**src/rtl/bmp180_pkg.sv**
```systemverilog
// BMP180 command codes, register map, control bytes, conversion times, widths, rx word union
package bmp180_pkg;

    typedef logic [3:0]  cmd_t;
    typedef logic [1:0]  oss_t;
    typedef logic [3:0]  coeff_addr_t;
    typedef logic [15:0] coeff_word_t;
    typedef logic [18:0] up_t;

    localparam cmd_t READ_CC  = 4'd1;  // read calibration coefficients
    localparam cmd_t MSR_PRS0 = 4'd2;  // temperature then pressure, oss 0
    localparam cmd_t MSR_PRS1 = 4'd3;
    localparam cmd_t MSR_PRS2 = 4'd4;
    localparam cmd_t MSR_PRS3 = 4'd5;  // oss 3, longest conversion
    localparam cmd_t CHECK    = 4'd7;  // chip id check

    localparam logic [6:0] DEV_ADDR = 7'h77;  // sensor address on the bus

    localparam logic [7:0] REG_CALIB   = 8'hAA;  // first calibration byte, AC1 msb
    localparam logic [7:0] REG_CTRL    = 8'hF4;  // measurement control
    localparam logic [7:0] REG_OUT_MSB = 8'hF6;  // out_msb, out_lsb, out_xlsb follow
    localparam logic [7:0] REG_CHIP_ID = 8'hD0;

    localparam logic [7:0] CTRL_TEMP       = 8'h2E;
    localparam logic [7:0] CTRL_PRESS_BASE = 8'h34;  // oss goes in bits 7:6
    localparam logic [7:0] CHIP_ID         = 8'h55;

    localparam int CALIB_WORDS = 11;
    localparam int CALIB_BYTES = 22;
    localparam int BYTE_CNT_W  = $clog2(CALIB_BYTES + 1);

    // conversion time in tenths of a millisecond, indexed by oss
    localparam logic [3:0][9:0] CONV_TENTHS_MS = {10'd255, 10'd135, 10'd75, 10'd45};

    localparam oss_t TEMP_CONV_IDX = 2'd0;  // temperature uses the oss 0 time

    // the same three received bytes read as UT or as raw UP
    typedef union packed {
        struct packed {
            logic [7:0] spare;
            logic [7:0] msb;
            logic [7:0] lsb;
        } temp;
        struct packed {
            logic [7:0] msb;
            logic [7:0] lsb;
            logic [7:0] xlsb;
        } press;
    } rx_word_u;

endpackage

```
**src/rtl/bmp180_sequencer.sv**
```systemverilog
`timescale 1ns/10ps
// BMP180 command FSM driving the I2C master, busy edge detection and byte counting
module bmp180_sequencer
(
    input  logic             CLK,
    input  logic             RST_n,
    input  bmp180_pkg::cmd_t cmd,
    input  logic             i2c_busy,
    input  logic [7:0]       i2c_data_rd,
    input  logic             conv_done,
    output logic             i2c_en,
    output logic [6:0]       i2c_addr,
    output logic             i2c_rw,
    output logic [7:0]       i2c_data_wr,
    output logic             cmd_busy,
    output logic             err,
    output bmp180_pkg::oss_t oss,
    output logic             byte_rx,
    output logic             calib_cap,
    output logic             ut_load,
    output logic             up_load,
    output logic             conv_start
);
    import bmp180_pkg::*;

    // each read state sits one bit above its pointer state
    localparam logic [8:0] ST_IDLE     = 9'b0_0000_0001;
    localparam logic [8:0] ST_CAL_PTR  = 9'b0_0000_0010;
    localparam logic [8:0] ST_CAL_RD   = 9'b0_0000_0100;
    localparam logic [8:0] ST_MSR_WR   = 9'b0_0000_1000;
    localparam logic [8:0] ST_MSR_WAIT = 9'b0_0001_0000;
    localparam logic [8:0] ST_MSR_PTR  = 9'b0_0010_0000;
    localparam logic [8:0] ST_MSR_RD   = 9'b0_0100_0000;
    localparam logic [8:0] ST_CHK_PTR  = 9'b0_1000_0000;
    localparam logic [8:0] ST_CHK_RD   = 9'b1_0000_0000;

    logic [8:0]            st;
    logic                  busy_s1;      // busy synchronizer
    logic                  busy_s2;
    logic                  busy_rise;
    logic                  busy_fall;
    logic                  rd_state;
    logic                  cmd_msr;
    logic                  cmd_known;
    logic [BYTE_CNT_W-1:0] byte_cnt;     // bytes left in the transfer
    oss_t                  oss_cmd;      // oss from the command
    logic                  press_phase;  // second pass of a measurement

    assign busy_rise = busy_s1 & ~busy_s2;
    assign busy_fall = ~busy_s1 & busy_s2;
    assign rd_state  = (st == ST_CAL_RD) || (st == ST_MSR_RD) || (st == ST_CHK_RD);
    assign byte_rx   = busy_fall & rd_state;

    assign cmd_msr   = (cmd >= MSR_PRS0) && (cmd <= MSR_PRS3);
    assign cmd_known = (cmd == READ_CC) || cmd_msr || (cmd == CHECK);

    always_ff @(posedge CLK or negedge RST_n)
    begin
        if (!RST_n)
        begin
            st          <= ST_IDLE;
            busy_s1     <= 1'b0;
            busy_s2     <= 1'b0;
            byte_cnt    <= '0;
            oss_cmd     <= '0;
            press_phase <= 1'b0;
            i2c_en      <= 1'b0;
            i2c_addr    <= '0;
            i2c_rw      <= 1'b0;
            i2c_data_wr <= '0;
            cmd_busy    <= 1'b0;
            err         <= 1'b0;
            oss         <= '0;
            calib_cap   <= 1'b0;
            ut_load     <= 1'b0;
            up_load     <= 1'b0;
            conv_start  <= 1'b0;
        end
        else
        begin
            busy_s1    <= i2c_busy;
            busy_s2    <= busy_s1;
            ut_load    <= 1'b0;
            up_load    <= 1'b0;
            conv_start <= 1'b0;
            case (st)
                ST_IDLE:
                begin
                    if (cmd_known)
                    begin
                        i2c_en   <= 1'b1;      // pointer write first
                        i2c_addr <= DEV_ADDR;
                        i2c_rw   <= 1'b0;
                        cmd_busy <= 1'b1;
                        err      <= 1'b0;
                    end
                    if (cmd == READ_CC)
                    begin
                        i2c_data_wr <= REG_CALIB;
                        st          <= ST_CAL_PTR;
                    end
                    else if (cmd_msr)
                    begin
                        i2c_data_wr <= REG_CTRL;
                        oss_cmd     <= oss_t'(cmd - MSR_PRS0);
                        oss         <= TEMP_CONV_IDX;  // temperature pass
                        press_phase <= 1'b0;
                        byte_cnt    <= BYTE_CNT_W'(2);
                        st          <= ST_MSR_WR;
                    end
                    else if (cmd == CHECK)
                    begin
                        i2c_data_wr <= REG_CHIP_ID;
                        st          <= ST_CHK_PTR;
                    end
                end
                ST_MSR_WR:
                begin
                    if (busy_rise)
                    begin
                        byte_cnt <= byte_cnt - 1'b1;
                        if (byte_cnt == 2)
                            i2c_data_wr <= press_phase ? {oss_cmd, CTRL_PRESS_BASE[5:0]}
                                                       : CTRL_TEMP;
                        if (byte_cnt == 1)
                            i2c_en <= 1'b0;   // control byte is the last one
                    end
                    if (busy_fall && byte_cnt == 0)
                    begin
                        conv_start <= 1'b1;
                        st         <= ST_MSR_WAIT;
                    end
                end
                ST_MSR_WAIT:
                begin
                    if (conv_done)
                    begin
                        i2c_en      <= 1'b1;
                        i2c_rw      <= 1'b0;
                        i2c_data_wr <= REG_OUT_MSB;
                        st          <= ST_MSR_PTR;
                    end
                end
                ST_CAL_PTR, ST_MSR_PTR, ST_CHK_PTR:
                begin
                    if (busy_rise)
                        i2c_en <= 1'b0;       // pointer only
                    if (busy_fall)
                    begin
                        i2c_en    <= 1'b1;    // repeated start for the read
                        i2c_rw    <= 1'b1;
                        calib_cap <= (st == ST_CAL_PTR);
                        st        <= {st[7:0], 1'b0};
                        if (st == ST_CAL_PTR)
                            byte_cnt <= BYTE_CNT_W'(CALIB_BYTES);
                        else if (st == ST_MSR_PTR)
                            byte_cnt <= press_phase ? BYTE_CNT_W'(3) : BYTE_CNT_W'(2);
                        else
                            byte_cnt <= BYTE_CNT_W'(1);
                    end
                end
                ST_CAL_RD, ST_MSR_RD, ST_CHK_RD:
                begin
                    if (busy_rise && byte_cnt == 1)
                        i2c_en <= 1'b0;       // single byte read
                    if (busy_fall)
                    begin
                        byte_cnt <= byte_cnt - 1'b1;
                        if (byte_cnt == 2)
                            i2c_en <= 1'b0;   // last byte already started
                        if (byte_cnt == 1)
                        begin
                            if (st == ST_MSR_RD && !press_phase)
                            begin
                                // UT done, now start the pressure conversion
                                ut_load     <= 1'b1;
                                i2c_en      <= 1'b1;
                                i2c_rw      <= 1'b0;
                                i2c_data_wr <= REG_CTRL;
                                byte_cnt    <= BYTE_CNT_W'(2);
                                press_phase <= 1'b1;
                                oss         <= oss_cmd;
                                st          <= ST_MSR_WR;
                            end
                            else
                            begin
                                up_load   <= (st == ST_MSR_RD);
                                calib_cap <= 1'b0;
                                cmd_busy  <= 1'b0;
                                st        <= ST_IDLE;
                                if (st == ST_CHK_RD)
                                    err <= (i2c_data_rd != CHIP_ID);
                            end
                        end
                    end
                end
                default:
                begin
                    i2c_en    <= 1'b0;
                    calib_cap <= 1'b0;
                    cmd_busy  <= 1'b0;
                    st        <= ST_IDLE;
                end
            endcase
        end
    end

endmodule

```
**src/rtl/bmp180_top.sv**
```systemverilog
`timescale 1ns/10ps
// BMP180 sequencer top with conversion timer, coefficient store and rx assembler
module bmp180_top
#(
    parameter int CLK_KHZ = 50_000
)
(
    input  logic                    CLK,
    input  logic                    RST_n,
    input  bmp180_pkg::cmd_t        cmd,
    input  logic                    i2c_busy,
    input  logic [7:0]              i2c_data_rd,
    input  bmp180_pkg::coeff_addr_t coeff_addr,
    output logic                    i2c_en,
    output logic [6:0]              i2c_addr,
    output logic                    i2c_rw,
    output logic [7:0]              i2c_data_wr,
    output logic                    cmd_busy,
    output logic                    err,
    output bmp180_pkg::oss_t        oss,
    output logic [15:0]             ut,
    output logic                    ut_valid,
    output bmp180_pkg::up_t         up,
    output logic                    up_valid,
    output bmp180_pkg::coeff_word_t coeff_data
);
    logic byte_rx;     // one per received byte
    logic calib_cap;
    logic ut_load;
    logic up_load;
    logic conv_start;
    logic conv_done;

    bmp180_sequencer bmp180_sequencer_i
    (
        .CLK         (CLK),
        .RST_n       (RST_n),
        .cmd         (cmd),
        .i2c_busy    (i2c_busy),
        .i2c_data_rd (i2c_data_rd),
        .conv_done   (conv_done),
        .i2c_en      (i2c_en),
        .i2c_addr    (i2c_addr),
        .i2c_rw      (i2c_rw),
        .i2c_data_wr (i2c_data_wr),
        .cmd_busy    (cmd_busy),
        .err         (err),
        .oss         (oss),
        .byte_rx     (byte_rx),
        .calib_cap   (calib_cap),
        .ut_load     (ut_load),
        .up_load     (up_load),
        .conv_start  (conv_start)
    );

    conv_timer #(.CLK_KHZ(CLK_KHZ)) conv_timer_i
    (
        .CLK        (CLK),
        .RST_n      (RST_n),
        .conv_start (conv_start),
        .oss        (oss),        // zero during the temperature pass
        .conv_done  (conv_done)
    );

    coeff_store coeff_store_i
    (
        .CLK         (CLK),
        .RST_n       (RST_n),
        .calib_cap   (calib_cap),
        .byte_rx     (byte_rx),
        .i2c_data_rd (i2c_data_rd),
        .coeff_addr  (coeff_addr),
        .coeff_data  (coeff_data)
    );

    rx_assembler rx_assembler_i
    (
        .CLK         (CLK),
        .RST_n       (RST_n),
        .byte_rx     (byte_rx),
        .i2c_data_rd (i2c_data_rd),
        .ut_load     (ut_load),
        .up_load     (up_load),
        .oss         (oss),
        .ut          (ut),
        .ut_valid    (ut_valid),
        .up          (up),
        .up_valid    (up_valid)
    );

endmodule

```
**src/rtl/coeff_store.sv**
```systemverilog
`timescale 1ns/10ps
// calibration byte pairing and eleven word coefficient store with registered read port
module coeff_store
(
    input  logic                    CLK,
    input  logic                    RST_n,
    input  logic                    calib_cap,
    input  logic                    byte_rx,
    input  logic [7:0]              i2c_data_rd,
    input  bmp180_pkg::coeff_addr_t coeff_addr,
    output bmp180_pkg::coeff_word_t coeff_data
);
    import bmp180_pkg::*;

    coeff_word_t mem [CALIB_WORDS];  // 0 is AC1, 10 is MD
    coeff_word_t wr_data;
    coeff_addr_t wr_addr;
    logic [7:0]  msb_q;
    logic        lsb_next;           // next byte closes a pair
    logic        wr_en;
    logic        cap_q;
    logic        take;

    assign take = calib_cap & byte_rx;

    always_ff @(posedge CLK or negedge RST_n)
    begin
        if (!RST_n)
        begin
            cap_q    <= 1'b0;
            lsb_next <= 1'b0;
            wr_en    <= 1'b0;
            wr_addr  <= '0;
        end
        else
        begin
            cap_q <= calib_cap;
            wr_en <= take & lsb_next;
            if (calib_cap && !cap_q)
            begin
                lsb_next <= 1'b0;  // new calibration read
                wr_addr  <= '0;
            end
            else
            begin
                if (take)
                    lsb_next <= ~lsb_next;
                if (wr_en)
                    wr_addr <= wr_addr + 1'b1;
            end
        end
    end

    always_ff @(posedge CLK)
    begin
        if (take && !lsb_next)
            msb_q <= i2c_data_rd;
        if (take && lsb_next)
            wr_data <= {msb_q, i2c_data_rd};  // msb first
        if (wr_en && wr_addr < CALIB_WORDS)
            mem[wr_addr] <= wr_data;
        coeff_data <= (coeff_addr < CALIB_WORDS) ? mem[coeff_addr] : '0;
    end

endmodule

```
**src/rtl/conv_timer.sv**
```systemverilog
`timescale 1ns/10ps
// conversion wait counter with a limit per oversampling setting
module conv_timer
#(
    parameter int CLK_KHZ = 50_000
)
(
    input  logic             CLK,
    input  logic             RST_n,
    input  logic             conv_start,
    input  bmp180_pkg::oss_t oss,
    output logic             conv_done
);
    import bmp180_pkg::*;

    localparam int MAX_CYC = CLK_KHZ * int'(CONV_TENTHS_MS[3]) / 10;
    localparam int CNT_W   = $clog2(MAX_CYC + 2);

    logic [CNT_W-1:0] cnt;
    logic [CNT_W-1:0] limit;  // cycles for the running conversion
    logic             armed;

    // constant table lookup, khz times tenths of ms over ten gives cycles
    function automatic logic [CNT_W-1:0] cycles_for(input oss_t sel);
        int tenths;
        tenths = int'(CONV_TENTHS_MS[sel]);
        return CNT_W'(CLK_KHZ * tenths / 10);
    endfunction

    always_ff @(posedge CLK or negedge RST_n)
    begin
        if (!RST_n)
        begin
            cnt   <= '0;
            limit <= '0;
            armed <= 1'b0;
        end
        else if (conv_start)
        begin
            cnt   <= CNT_W'(1);
            limit <= cycles_for(oss);
            armed <= 1'b1;
        end
        else if (armed && cnt < limit)
            cnt <= cnt + 1'b1;  // saturates at the limit
    end

    assign conv_done = armed && !conv_start && (cnt >= limit);

endmodule

```
**src/rtl/rx_assembler.sv**
```systemverilog
`timescale 1ns/10ps
// received byte shift register and UT / UP output registers with valid pulses
module rx_assembler
(
    input  logic             CLK,
    input  logic             RST_n,
    input  logic             byte_rx,
    input  logic [7:0]       i2c_data_rd,
    input  logic             ut_load,
    input  logic             up_load,
    input  bmp180_pkg::oss_t oss,
    output logic [15:0]      ut,
    output logic             ut_valid,
    output bmp180_pkg::up_t  up,
    output logic             up_valid
);
    import bmp180_pkg::*;

    rx_word_u    rx_q;
    logic [23:0] press_raw;

    assign press_raw = {rx_q.press.msb, rx_q.press.lsb, rx_q.press.xlsb};

    // oldest byte falls off the top
    always_ff @(posedge CLK)
    begin
        if (byte_rx)
            rx_q.press <= {rx_q.press.lsb, rx_q.press.xlsb, i2c_data_rd};
    end

    always_ff @(posedge CLK)
    begin
        if (ut_load)
            ut <= {rx_q.temp.msb, rx_q.temp.lsb};
        if (up_load)
            up <= up_t'(press_raw >> (4'd8 - 4'(oss)));  // keep 16 + oss bits
    end

    always_ff @(posedge CLK or negedge RST_n)
    begin
        if (!RST_n)
        begin
            ut_valid <= 1'b0;
            up_valid <= 1'b0;
        end
        else
        begin
            ut_valid <= ut_load;
            up_valid <= up_load;
        end
    end

endmodule

```
**config.mk**
```make
export PLATFORM = sky130hd
export DESIGN_NAME = bmp180_top
export DESIGN_NICKNAME = d
export VERILOG_FILES = /design/src/rtl/bmp180_pkg.sv /design/src/rtl/bmp180_sequencer.sv /design/src/rtl/bmp180_top.sv /design/src/rtl/coeff_store.sv /design/src/rtl/conv_timer.sv /design/src/rtl/rx_assembler.sv
export SDC_FILE = /design/constraint.sdc
export NUM_CORES = 1
export LEC_CHECK = 0
export BUFFER_PORTS_ARGS = -buffer_cell sky130_fd_sc_hd__buf_2
export CELL_PAD_IN_SITES_DETAIL_PLACEMENT = 0
export CELL_PAD_IN_SITES_GLOBAL_PLACEMENT = 2
export CORE_ASPECT_RATIO = 0.9
export CORE_MARGIN = 2
export CORE_UTILIZATION = 30
export CTS_CLUSTER_DIAMETER = 80
export DETAILED_ROUTE_END_ITERATION = 7
export PLACE_DENSITY_LB_ADDON = 0.1
export SLEW_MARGIN = 20
export SYNTH_ARGS = -nofsm -noshare
export SYNTH_HDL_FRONTEND = slang
export SYNTH_SLANG_ARGS = --single-unit
```
**constraint.sdc**
```tcl
create_clock -name CLK -period 4.65 [get_ports CLK]
set_input_delay 0 -clock CLK [delete_from_list [all_inputs] [get_ports CLK]]
set_output_delay 0 -clock CLK [all_outputs]
set_load 0.03 [all_outputs]
```
* Word level (Yosys, flattened, before mapping) *
Memories as Yosys holds them, arrays and structs flattened. A register that Yosys moved wholly into a read port is not among the register bits.
Cells that the tools add are included.

storage, ports and cells
  output and inout port bits = 74
  RAM bits = 176
  logic and storage cells = 225
  latch bits = 0
  ROM bits = 0
  memories kept = 1
  bits of input ports = 19
  flip-flop bits (word level) = 173

cells by class
  divide/modulo/power cells = 1
  reductions and logical operators = 43
  bitwise logic cells = 11
  $mul = 1
  muxes and demuxes = 94
  eq/ne operators = 30
  add/subtract/negate cells = 5
  shift-type cells = 1
  order comparisons = 7

memory list
  name               depth  bits a word  rd ports  clocked after Yosys merged registers in  write ports  line               source
  coeff_store_i.mem  11     16           1         1                                        1            coeff_store.sv:15  coeff_word_t mem [CALIB_WORDS];

operator list
  cell                    count
  $mux 8                  10
  $mux 9                  8
  $mux 1                  45
  $mux 5                  9
  $pmux 9 s5              1
  $mux 21                 2
  $div 32x5->32 const B   1
  $pmux 8 s4              1
  $ne 2x1->1 const B      12
  $reduce_and 6->1        4
  $shr 24x4->19           1
  $mul 12x10->22 const A  1
  $add 21x1->21 const B   1
  $ge 21x21->1            1
  $lt 21x21->1            1
  $bmux 10 s2             1
  $pmux 5 s4              1
  $reduce_and 5->1        3
  $mux 4                  3
  $reduce_bool 4->1       3
  $logic_and 1x1->1       11
  $mux 10                 1
  $mux 2                  5
  $eq 9x1->1 const B      1
  other kinds (41)        66

* Logic depth before layout (Yosys ltp) *
  word-level depth = 9
  depth in mapped cells = 17
  depth with buffers taken out = 13

* Cells and area by module *
A second synthesis with hierarchy kept.

unflattened totals
  cells, all modules = 1211
  area total of the unflattened synthesis = 16613.4 µm²

modules (own cells, without submodules)
  module            area an instance (µm²)  cells an instance  sequential area each (µm²)  instances
  coeff_store       8491.9                  429                6501.2                      1
  conv_timer        2937.8                  339                900.9                       1
  rx_assembler      2708.8                  164                1821.7                      1
  bmp180_sequencer  2474.9                  279                927.1                       1

* Worst setup path after synthesis *
OpenSTA, ideal clock, no wires.

  path kind = reg-to-reg
  start = reg bmp180_sequencer_i.st[6]
  end = reg coeff_store_i.msb_q[0], enable pin
  required time = 4.277 ns
  setup time = 0.373 ns
  slack = 0.063 ns
  arrival = 4.215 ns
  stages on the path, launching flop included = 7
  buffers on the path = 1
  cells stage by stage = dfrtp_1 -> buf_4 -> o21ai_0 -> o21ai_0 -> nor4_1 -> nand2_1 -> nor2_1

between the ends
  longest elaborated chain between the ends = 6

ends and longest elaborated chain
  element                                          line                     source
  start, declared                                  bmp180_sequencer.sv:37   logic [8:0] st;
  start signal, assigned                           bmp180_sequencer.sv:153  st <= {st[7:0], 1'b0};
  $eq 9x3->1 / $eq 9x7->1 (equally long branches)  bmp180_sequencer.sv:51   assign rd_state = (st == ST_CAL_RD) || (st == ST_MSR_RD) || (st == ST_CHK_RD);
  $logic_or 1x1->1                                 bmp180_sequencer.sv:51
  $logic_or 1x1->1 (*)                             bmp180_sequencer.sv:51
  $and 1x1->1 (*)                                  bmp180_sequencer.sv:52   assign byte_rx = busy_fall & rd_state;
  via bmp180_sequencer_i.byte_rx                   bmp180_sequencer.sv:18   output logic byte_rx,
  $and 1x1->1 (*)                                  coeff_store.sv:24        assign take = calib_cap & byte_rx;
  $logic_and 1x1->1 (*)                            coeff_store.sv:56        if (take && !lsb_next)
  end signal, assigned                             coeff_store.sv:57        msb_q <= i2c_data_rd;
  end, declared                                    coeff_store.sv:18        logic [7:0] msb_q;

The timed path passes the listed nets; every way through them passes the cells marked *.
A chain may end at the register's enable or synchronous reset.

* Worst setup path in the final report *
  start = reg bmp180_sequencer_i.oss[1]
  end = reg conv_timer_i.limit[0]

between the ends
  longest elaborated chain between the ends = 4

ends and longest elaborated chain
  element                        line                     source
  start, declared                bmp180_sequencer.sv:17   output bmp180_pkg::oss_t oss,
  start signal, assigned         bmp180_sequencer.sv:182  oss <= oss_cmd;
  $bmux 10 s2                    conv_timer.sv:26         tenths = int'(CONV_TENTHS_MS[sel]);
  $mux 10 (implied by the code)  conv_timer.sv:26
  $mul 12x10->22                 conv_timer.sv:27         return CNT_W'(CLK_KHZ * tenths / 10);
  $div 32x5->32                  conv_timer.sv:27
  end signal, assigned           conv_timer.sv:41         limit <= cycles_for(oss);
  end, declared                  conv_timer.sv:20         logic [CNT_W-1:0] limit;

Every way passes these cells. The select of a mux whose other input is x is not followed.

==> results summary <==
The run finished with clean final reports. The post-route setup TNS came out at 0 ns. The areal power density over the cells is 455.3 nW/um^2.

The overall die area came out at 54740 um^2. The fraction of registers with async set or reset after synthesis is 0.2297. The count of buffers added on input and output ports is 90. After synthesis the netlist holds a flip-flop and latch count of 357. The via total after detailed routing came out at 9635. In the final routed layout, each cell accounts on average for 21.08 um. In this run the tightest slew margin relative to its limit is 0.2621. The clock latency on the worst-skew pair came out at 0.58 ns. The fmax came out at 0.2772 GHz.

The count of antenna-violating nets left after detailed routing is 0. The largest fanout of any net on the critical path is 16. The cell area after synthesis came out at 15860 um^2.

The library cell used as clock root buffer is clkbuf_16. The DRC violation total after the first TritonRoute iteration came out at 626. TritonCTS built the clock tree. The initial antenna violation count came out at 0. The H-tree level count came out at 2. Synthesis produced 1144 cells. The reported max-cap violation count came out at 0. The most frequent standard cell in the layout excluding fill and tap cells is edfxtp_1.

After layout, the minimum clock period comes to 3.607 ns. The maximum number of pins on one net before global-route repair is 52. The portion of netlist area occupied by mux cells came out at 0.09701. The via count of the first global-routing pass is 9747.

Measured on the finished design, the core utilization comes to 0.3592. The max-slew violation count was 0. The critical path starts at bmp180_sequencer_i.oss[1]$_DFFE_PN0P_. Among the stages of the critical path, the cell type that occurs most often is ha_1.

In the routed layout, each cell is associated on average with a via count of 4.883. Of the total synthesized cell area, the portion taken by full adders, half adders and majority gates is 0.03865. The static leakage power came out at 6.836 nW. The smallest setup slack after layout is 1.043 ns. On the critical path, the stage with the largest delay is an instance of ha_1. The fraction of layout cells with a size suffix above 1 came out at 0.2016. The final net count is 1319. The worst-case clock buffer depth came out at 3. The data arrival time of the critical path is 4.05 ns.

The library cells used most frequently in the layout, excluding fill and tap cells, are edfxtp_1 (259), buf_2 (88), dfrtp_1 (81). The initial utilization of the core area, before any placement, comes to 0.3051. The startpoint identified for the worst register-to-register timing path is bmp180_sequencer_i.oss[1]$_DFFE_PN0P_. In this run the cell area measured after placement is 17040 um^2. The largest stage delay on the critical path is 0.61 ns. Setup violations remaining at the end of the flow were counted as 0.

After clock tree synthesis, the clock-pin slew on the worst setup and hold paths is 0.06 ns. Summed over all nets, the half-perimeter wirelength after detailed placement is 26320 um. Dividing the final minimum period by the clock period gives 0.7757. Of the total synthesized cell area, the portion taken by AND, OR, NAND and NOR gates is 0.09993. The total track usage came out at 0.1539. The maximum clock skew at final layout came out at 0.01555 ns. The required time at the worst-slack endpoint came out at 5.09 ns. The global-route wire length before repair came out at 63400 um.

Routability-driven placement finished with a final weighted congestion of 0.7692. The total wire length is 41580 um. The mean instance size in the synthesized netlist came out at 13.87 um^2. Among all flip-flop cells after synthesis, the most frequent one is edfxtp_1. The count of synthesis-stage warnings from yosys is 0.

The number of placement rows came out at 79. The number of buffers inserted during clock tree synthesis is 42. The core box area came out at 51990 um^2. 93 I/O pins were placed.

The pre-CTS worst setup slack came out at 1.045 ns. The die width came out at 246.4 um. The total overflow reported by the global router came out at 0.

Traced cell by cell, the critical path runs through inv_1, ha_1, ha_1, nor2b_1, and2_1, xor2_1, a21oi_1, a2111oi_4, inv_1, ha_1, nor4b_1, a31oi_1. The remaining design rule violation count is 0. Setup repair after global routing left no endpoint under its margin. The classification of the worst setup path is flip-flop to flip-flop. The worst-case vdd ir drop is 0.2541 mV. The final antenna diode count is 0.

The combinational family with the most area after synthesis is simple AND/OR/NAND/NOR gates. The number of clock sinks seen by CTS came out at 357. The critical path launch point type is a flip-flop. The count of flip-flops with a built-in enable after synthesis came out at 259. The vertical die dimension is 222.2 um.

STA classifies the critical path endpoint as a flip-flop. The detailed-router iteration count before antenna repair came out at 5. The number of distinct library cells after synthesis is 87. For this run, the register share of the synthesized area comes to 0.6399. Once the clock tree was built, the resizer swapped 0 gates to a different size.

The tightest min-delay check is of the input port to asynchronous set/reset pin type. The hold violation total from the final report came out at 0. The complex-gate fraction of the synthesized area came out at 0.08597. The parity-gate share of the synthesized area counting xor and xnor cells is 0.009938. Counting the fill cells in the layout gives 5055. The transition time of the tightest slew-check pin came out at 1.107 ns. The cell area after layout came out at 18670 um^2. The layout overhead on the synthesized area came out at 17.71%.
## cell usage after synthesis, types with 11 or more instances
master | n | area share
edfxtp_1 | 259 | 0.49
dfrtp_1 | 81 | 0.13
nor2_1 | 72 | 0.017
a21oi_1 | 69 | 0.022
nand2_1 | 66 | 0.016
mux2i_1 | 57 | 0.036
ha_1 | 49 | 0.039
o21ai_0 | 46 | 0.015
inv_1 | 35 | 0.0083
clkbuf_1 | 33 | 0.0078
mux4_2 | 33 | 0.047
o22ai_1 | 20 | 0.0079
mux2_2 | 19 | 0.013
nand3_1 | 19 | 0.0060
dfxtp_1 | 16 | 0.020
o31ai_1 | 16 | 0.0076
nor3_1 | 15 | 0.0047
nand4_1 | 14 | 0.0055
and2_1 | 12 | 0.0047
nand2b_1 | 12 | 0.0047
buf_2 | 11 | 0.0035
buf_4 | 11 | 0.0052
nor2b_1 | 11 | 0.0043
## what timing repair did
item,4_1_cts,5_1_grt
setup buffers,0,0
hold buffers,18,0
endpoints found under the setup margin,0,0
hold endpoints to repair,96,0
## per-stage QoR
stage | hold slack, ns | total power, mW | std cells
floorplan | -0.2956 | 4.673 | 1146
detailed placement | 0.1296 | 5.078 | 1877
global route | 0.06483 | 8.911 | 1973
finish | 0.03259 | 8.502 | 1973
global placement | 0.1214 | 5.088 | 1877
CTS | 0.04651 | 8.621 | 1973
## area by class of cell
type	count	area (um^2)	area share
inverters	38	142.6	0.007638
clock buffers	50	1081	0.05789
flip-flops and latches	357	10150	0.5436
repair buffers	125	763.2	0.04087
multi-input cells	687	5306	0.2842
well taps	688	860.8	0.04610
clock inverters	28	369.1	0.01977
## cells by family after synthesis
family / count (synthesis)
xor+xnor: 18
buf+inv: 102
simple gates: 293
flops: 357
fa+ha+maj: 49
mux: 110
other cells: 2
compound gates: 213
## flip-flops by register name, summed over array words and instances (netlist names), 8 cells and up
signal                    flops
coeff_store_i.mem           176
rx_assembler_i.press_raw     24
conv_timer_i.cnt             21
rx_assembler_i.up            19
coeff_store_i.coeff_data     16
coeff_store_i.wr_data        16
rx_assembler_i.ut            16
conv_timer_i.limit           14
bmp180_sequencer_i.st         9
coeff_store_i.msb_q           8
## critical path: cells and delay by family (launching register included)
kind / cells / cell delay, ns
fa+ha+maj: 3 / 1.08
xor+xnor: 1 / 0.15
simple gates: 3 / 0.87
flops: 1 / 0.45
buf+inv: 2 / 0.23
compound gates: 3 / 0.70
## report_power, final
| part | leakage, nW | total [mW] | switching [mW] | internal, mW |
|---|---|---|---|---|
| clock network | 0.692 | 3.47 | 1.40 | 2.07 |
| registers | 3.55 | 3.69 | 0.152 | 3.54 |
| logic | 2.60 | 1.34 | 0.860 | 0.477 |
## final timing paths
path / end / slack (ns) / cells past startpoint
max in group asynchronous: bmp180_sequencer_i.st[0]$_DFFE_PN1P_ / 3.64 / 3
min in group CLK: coeff_store_i.coeff_data[8]$_SDFF_PP0_ / 0.08 / 3
setup / recovery: conv_timer_i.limit[0]$_DFFE_PN0P_ / 1.04 / 12
hold reg to reg: coeff_store_i.wr_data[11]$_DFFE_PP_ / 0.41 / 0
hold / removal: rx_assembler_i.up_valid$_DFF_PN0_ / 0.03 / 2
setup reg to reg: conv_timer_i.limit[0]$_DFFE_PN0P_ / 1.04 / 12
## per-layer routing
metal / share of wire / routed length [um] / global-route usage / up-vias
met3: 0.039 / 1635 / 0.02953 / 51
met4: 0.019 / 794 / 0.03576 / 0
met5: 0 / 0 / 0 / -
li1: - / - / - / 4579
met1: 0.51 / 21320 / 0.2332 / 4833
met2: 0.43 / 17830 / 0.2257 / 172
(Power assumes the default switching activity.)
